File: src/rv_isa_pkg.sv
`default_nettype none

package rv_isa_pkg;

  localparam int xlen = 64;

  typedef logic [xlen-1:0] word_t;
  typedef logic [4:0] reg_idx_t;

  // major opcodes, instr[6:0]
  typedef enum logic [6:0] {
    opc_load   = 7'b0000011,
    opc_op_imm = 7'b0010011,
    opc_store  = 7'b0100011,
    opc_op     = 7'b0110011,
    opc_branch = 7'b1100011
  } opcode_e;

  localparam logic [2:0] f3_add_sub = 3'b000;
  localparam logic [2:0] f3_sll     = 3'b001;
  localparam logic [2:0] f3_slt     = 3'b010;
  localparam logic [2:0] f3_dword   = 3'b011;
  localparam logic [2:0] f3_xor     = 3'b100;
  localparam logic [2:0] f3_srl_sra = 3'b101;
  localparam logic [2:0] f3_or      = 3'b110;
  localparam logic [2:0] f3_and     = 3'b111;
  localparam logic [2:0] f3_beq     = 3'b000;
  localparam logic [2:0] f3_bne     = 3'b001;
  localparam logic [2:0] f3_blt     = 3'b100;

  localparam logic [6:0] f7_base = 7'b0000000;
  localparam logic [6:0] f7_alt  = 7'b0100000;

  // i_nop is zero so a cleared stage decodes as a bubble
  typedef enum logic [4:0] {
    i_nop, i_add, i_sub, i_and, i_or, i_xor, i_slt, i_sll, i_srl, i_sra,
    i_addi, i_andi, i_ori, i_xori, i_slli, i_srli,
    i_ld, i_sd, i_beq, i_bne, i_blt
  } instr_id_e;

endpackage

`default_nettype wire
File: src/decoder.sv
`default_nettype none

module decoder
  import rv_isa_pkg::*;
(
  input  wire logic [31:0] instr_i,
  output reg_idx_t         rs1_o,
  output reg_idx_t         rs2_o,
  output reg_idx_t         rd_o,
  output word_t            imm_o,
  output instr_id_e        instr_id_o,
  output logic             reg_w_o,
  output logic             mem_r_o,
  output logic             mem_w_o,
  output logic             branch_o
);

  logic [2:0] funct3;
  logic [6:0] funct7;
  logic       uses_rs2;
  instr_id_e  id;

  assign funct3 = instr_i[14:12];
  assign funct7 = instr_i[31:25];

  always_comb begin
    id    = i_nop;
    imm_o = '0;
    case (instr_i[6:0])
      opc_op: begin
        if (funct7 == f7_base) begin
          case (funct3)
            f3_add_sub: id = i_add;
            f3_sll:     id = i_sll;
            f3_slt:     id = i_slt;
            f3_xor:     id = i_xor;
            f3_srl_sra: id = i_srl;
            f3_or:      id = i_or;
            f3_and:     id = i_and;
            default:    id = i_nop;
          endcase
        end else if (funct7 == f7_alt && funct3 == f3_add_sub) begin
          id = i_sub;
        end else if (funct7 == f7_alt && funct3 == f3_srl_sra) begin
          id = i_sra;
        end
      end
      opc_op_imm: begin
        imm_o = {{52{instr_i[31]}}, instr_i[31:20]};
        case (funct3)
          f3_add_sub: id = i_addi;
          f3_xor:     id = i_xori;
          f3_or:      id = i_ori;
          f3_and:     id = i_andi;
          // rv64 shifts carry a 6-bit shamt, funct6 must be zero
          f3_sll:     id = (instr_i[31:26] == '0) ? i_slli : i_nop;
          f3_srl_sra: id = (instr_i[31:26] == '0) ? i_srli : i_nop;
          default:    id = i_nop;
        endcase
      end
      opc_load: begin
        imm_o = {{52{instr_i[31]}}, instr_i[31:20]};
        id    = (funct3 == f3_dword) ? i_ld : i_nop;
      end
      opc_store: begin
        imm_o = {{52{instr_i[31]}}, instr_i[31:25], instr_i[11:7]};
        id    = (funct3 == f3_dword) ? i_sd : i_nop;
      end
      opc_branch: begin
        imm_o = {{51{instr_i[31]}}, instr_i[31], instr_i[7], instr_i[30:25],
                 instr_i[11:8], 1'b0};
        case (funct3)
          f3_beq:  id = i_beq;
          f3_bne:  id = i_bne;
          f3_blt:  id = i_blt;
          default: id = i_nop;
        endcase
      end
      default: id = i_nop;
    endcase
  end

  assign mem_r_o  = (id == i_ld);
  assign mem_w_o  = (id == i_sd);
  assign branch_o = (id inside {i_beq, i_bne, i_blt});
  assign reg_w_o  = (id != i_nop) && !mem_w_o && !branch_o;
  assign uses_rs2 = (id inside {i_add, i_sub, i_and, i_or, i_xor, i_slt, i_sll, i_srl, i_sra})
                    || mem_w_o || branch_o;

  // unused fields read as x0 so they never match a hazard
  assign rs1_o      = (id == i_nop) ? '0 : instr_i[19:15];
  assign rs2_o      = uses_rs2 ? instr_i[24:20] : '0;
  assign rd_o       = reg_w_o ? instr_i[11:7] : '0;
  assign instr_id_o = id;

endmodule

`default_nettype wire

File: config.mk
export PLATFORM = sky130hd
export DESIGN_NAME = decoder
export DESIGN_NICKNAME = d
export VERILOG_FILES = /design/src/rv_isa_pkg.sv /design/src/decoder.sv
export SDC_FILE = /design/constraint.sdc
export NUM_CORES = 1
export LEC_CHECK = 0
export BUFFER_PORTS_ARGS = -buffer_cell sky130_fd_sc_hd__buf_2
export CORE_MARGIN = 2
export CORE_UTILIZATION = 34
export DETAILED_ROUTE_END_ITERATION = 10
export GPL_TIMING_DRIVEN = 0
export MAX_ROUTING_LAYER = met4
export PLACE_DENSITY_LB_ADDON = 0.3
export SETUP_SLACK_MARGIN = 0.5
export SLEW_MARGIN = 20
export SYNTH_ARGS = -nofsm -noshare
export SYNTH_HDL_FRONTEND = slang
export SYNTH_SLANG_ARGS = --single-unit
File: constraint.sdc
create_clock -name vclk -period 5.5
set_input_delay 1.375 -clock vclk [all_inputs]
set_output_delay 1.375 -clock vclk [all_outputs]
set_load 0.1 [all_outputs]
==> results of run 1 <==
-- path summary, 6_finish.rpt --
check        start  endpoint  slack [ps]
max    instr_i[13]  rs2_o[3]         640
min    instr_i[15]  rs1_o[0]        3220
-- cell type report --
type | instances | area, um^2 | area share [%]
timing repair buffer | 124 | 663 | 31.8
tap | 46 | 57.6 | 2.76
buffer | 56 | 410 | 19.7
multi-input combinational | 99 | 935 | 44.8
inverter | 4 | 20.0 | 0.960
-- cell usage after synthesis (all sizes together), types with 2 or more instances --
library cell	instances
a31oi	2
nand3	3
nand2b	2
nor3b	6
nor2b	19
a211oi	2
nand4	2
nor2	10
a21oi	5
nor4	2
o21ai	2
nor3	5
nor4b	2
buf	56
xor2	2
a22o	4
and2	7
inv	4
nand2	4
and3	2
xnor2	2
-- through the flow --
| stage | area, um^2 | worst slack (ps) |
|---|---|---|
| 4_1_cts | 2020 | 515 |
| 5_1_grt | 2090 | 495 |
| 3_3_place_gp | 1970 | 130 |
| 2_1_floorplan | 1320 | 172 |
| 6_report | 2090 | 639 |
| 3_5_place_dp | 1970 | 84.1 |
-- routing by layer --
layer	part of all wire, %	vias to the layer above	global-route usage, %
met5	0	-	-
met4	1.2	0	2.50
li1	-	749	-
met2	52	66	33.3
met1	40	689	20.1
met3	6.4	4	1.81
-- power breakdown --
group	switching (uW)	internal [uW]
Clock	0	0
Sequential	0	0
Combinational	80.0	34.9
Total	80.0	34.9
-- critical path, stage by stage --
cell	delay (ps)
buf_2	120
buf_2	190
nor2_2	130
xor2_1	140
nor2_1	70
a221oi_2	380
inv_1	150
nor4_4	390
buf_4	210
nor3b_4	40
clkbuf_4	280
-- cells by family after synthesis --
family	Yosys count	share of synthesized area (%)
buffers and inverters	60	37.0
adder cells (fa/ha/maj)	1	0.979
XOR/XNOR	4	3.05
AO/OA/AOI/OAI	23	17.4
AND/OR/NAND/NOR	68	41.6
-- what timing repair did --
action,in CTS,in global routing
cloned,3,0
endpoints found under the setup margin,68,36
pin swaps,1,2
gates resized for setup,2,13
buffers inserted,2,4
==> impl_metrics.toml, run 1 <==
[sta]
finalSetupViolations = 0
tightest_slew_ps = 1070
slew_violations = 0
hold_violations = 0
max_freq_mhz = 206
hold_ws_ps = 3220
finalCritPeriodShare_pct = 88.4
slew-limit-headroom_pct = 28.6
finalCriticalPeriod_ps = 4860
rsz0062_at_grt = "no"
setup_tns_ps = 0

[synth]
synthesis.yosys.warnings = 0
syn-cell-area_um2 = 1150
synth_top_cell_area_share_pct = 33.9
synth_cell_types = 42
synthCells = 156
syn_avg_cell_area_um2 = 7.37
syn_nets = 188
synth.largest_area_cell = "buf_4"
yosysSeqAreaShare_pct = 0
synthTopCellsByArea = "buf_4, nor2b_1, and2_1, nor4_4, nor3b_1"

[global_routing]
grt_max_degree = 14
antenna_found_initial = 0
grt-ovfl-total = 0
grt_pass1_vias = 1282
grt_pass1_wl_um = 5770
grt_util_all_layers_pct = 17.5

[worst_setup_path]
cp.required_ps = 4120
worstSetupEndpointType = "output pin"
crit_fanout = 10
critPathArrivalTime_ps = 3490
crit_type = "in2out"
crit_path_start_kind = "input port"

[route]
drc = 0
wl_per_cell_um = 11.2
drtPass1Iterations = 4
routed_via_density = 4.58
vias = 1508
wirelength_um = 3680
drtIter0Drc = 36
ant_nets = 0

[floorplan]
ios = 120
num_rows = 21
die_w_um = 62.2
core-area_um2 = 3280
die_h_um = 62.2
die_area_um2 = 3860
initial_core_util_pct = 35.0

[job]
maxCapViolCount = 0

[cells_and_area]
final_common_cell = "buf_2"
area_growth_pct = 81.4
seq_cells = 0
layout_common_cells = "buf_2, buf_4, nor2b_1"
fin_nets = 317
finish.utilization_pct = 63.5
regArea_um2 = 0
layout-drive-gt1-share_pct = 77.4
fill_cells = 297
clock_buffers = 0
diodes = 0
fin_cells = 329

[power_and_ir_drop]
ir_drop_mv = 0.0322
p_total_uw = 115
p_leak_uw = 0.00124
power_density_nw_per_um2 = 55.1

[placement]
dpl.hpwl_um = 2880
gp_congestion = 0.832
port_buffers = 118
dp.cells = 320

[clock_tree]
cts.hold.buffers_added = 0

[min_path]
whs_path_depth = 3
holdCritPathClass = "in2out"

[outcome]
status = "finished, final reports clean"
No activity file was read; power rests on OpenSTA's default activity.
==> run 2, diff against run 1 <==
BUFFER_PORTS_ARGS = default   (was -buffer_cell sky130_fd_sc_hd__buf_2)
CELL_PAD_IN_SITES_DETAIL_PLACEMENT = 1   (was default)
CELL_PAD_IN_SITES_GLOBAL_PLACEMENT = 2   (was default)
CORE_UTILIZATION = 28   (was 34)
DONT_BUFFER_PORTS = 1   (was default)
==> run 2 against run 1 <==
Cell area is 18% lower. Critical path depth decreased by 2. Routed wire length shrank 3.5%. Critical path type unchanged. Critical endpoint is now rs2_o[0]. Largest cell class is now multi-input combinational cells.
==> impl_metrics.toml, run 2 (same netlist as run 1, synthesis figures left out) <==
[placement]
gp_congestion = 0.824
place_ws_ps = -142
port_buffers = 0
dpl_cell_area_um2 = 1480
dpl.hpwl_um = 2890

[floorplan]
initial_core_util_pct = 29.0
die_w_um = 68.1
die_area_um2 = 4630
ios = 120
die_h_um = 68.1
num_rows = 23
core-area_um2 = 3970

[global_routing]
grt_max_degree = 24
grt_pass1_wl_um = 4710
antenna_found_initial = 0
grt-ovfl-total = 0
grt_util_all_layers_pct = 13.1
grt_pass1_vias = 1037

[cells_and_area]
layout_common_cells = "buf_4, nor2_1, nor2b_2"
multi_input_area_um2 = 1040
clock_buffers = 0
fin_area_um2 = 1710
finish.utilization_pct = 43.0
regArea_um2 = 0
layout-drive-gt1-share_pct = 74.3
area_growth_pct = 48.4
final_common_cell = "buf_4"
seq_cells = 0
fill_cells = 460
fin_nets = 205
diodes = 0

[worst_setup_path]
crit_path_start_kind = "input port"
crit_fanout = 5
max_stage_delay_ps = 860
crit_path_cell_trace = "and4bb_4 -> nand4_1 -> buf_6 -> nor2_4 -> a221oi_4 -> clkinvlp_4 -> nor4_4 -> buf_6 -> nor3b_4"
critPathArrivalTime_ps = 3730
cp_slowest_cell = "nor3b_4"
worstSetupEndpointType = "output pin"
crit_type = "in2out"
cp_common_cell = "buf_6"
cp.required_ps = 4120

[route]
drtIter0Drc = 10
ant_nets = 0
wl_per_cell_um = 16.0
drtPass1Iterations = 4
wirelength_um = 3550
vias = 1128
routed_via_density = 5.10
drc = 0

[clock_tree]
cts.hold.buffers_added = 0

[sta]
slew_violations = 0
worst_slack_ps = 397
slew-limit-headroom_pct = 20.9
max_freq_mhz = 196
setup_tns_ps = 0
finalCritPeriodShare_pct = 92.8
rsz0062_at_grt = "yes"
finalSetupViolations = 0
tightest_slew_ps = 1190
finalCriticalPeriod_ps = 5100
hold_violations = 0

[power_and_ir_drop]
p_leak_uw = 0.000728
ir_drop_mv = 0.0261
power_density_nw_per_um2 = 60.2

[min_path]
hold_end = "imm_o[11]"
holdCritPathClass = "in2out"
whs_path_depth = 1
min-delay-start = "instr_i[4]"

[outcome]
status = "finished, final reports clean"

[job]
maxCapViolCount = 0
==> run 2: how the worst max path moves through the flow <==
stage,slack (ps),depth (start not counted),startpoint,end
floorplan,170,7,instr_i[2],rs2_o[0]
global placement,-30,7,instr_i[2],rs2_o[0]
detailed placement,-140,7,instr_i[2],rs2_o[0]
CTS,370,9,instr_i[3],rs2_o[0]
global route,290,9,instr_i[2],rs2_o[0]
finish,400,9,instr_i[2],rs2_o[0]
==> run 2: repair_timing <==
item	in CTS	in global routing
pin swaps	13	5
setup buffers	9	2
resized for setup	29	2
gates cloned	0	1
setup endpoints to repair	45	30
==> run 2: cell type report <==
| class | count | share of cell area (%) |
|---|---|---|
| Inverter | 4 | 1.76 |
| Multi-Input combinational cell | 97 | 60.9 |
| Timing Repair Buffer | 14 | 8.21 |
| Buffer | 56 | 25.4 |
| Tap cell | 50 | 3.67 |
==> run 2: metrics by stage <==
stage | std cells | power (uW) | hold WS [ps]
CTS | 218 | 102 | 2930
finish | 221 | 103 | 2930
global route | 221 | 107 | 2940
detailed placement | 209 | 94.7 | 2930
global placement | 206 | 90.8 | 2960
floorplan | 156 | 86.2 | 2950
==> run 2: per-layer routing <==
layer	wire, um	part of all wire, %	vias up	track usage [%]
li1	-	-	522	-
met1	1310	37	523	14.8
met2	1900	54	83	26.3
met3	340	9.6	0	0.987
met4	0	0	0	0
met5	0	0	-	-
==> run 2: critical path: cells and delay by family <==
family	cells	cell delay, ps
simple gates	5	1550
compound gates	1	90
buf+inv	3	690
==> run 2: where the power goes <==
group / switching (uW) / internal (uW) / total, uW
clock: 0 / 0 / 0
sequential: 0 / 0 / 0
combinational: 74.3 / 28.4 / 103
total: 74.3 / 28.4 / 103
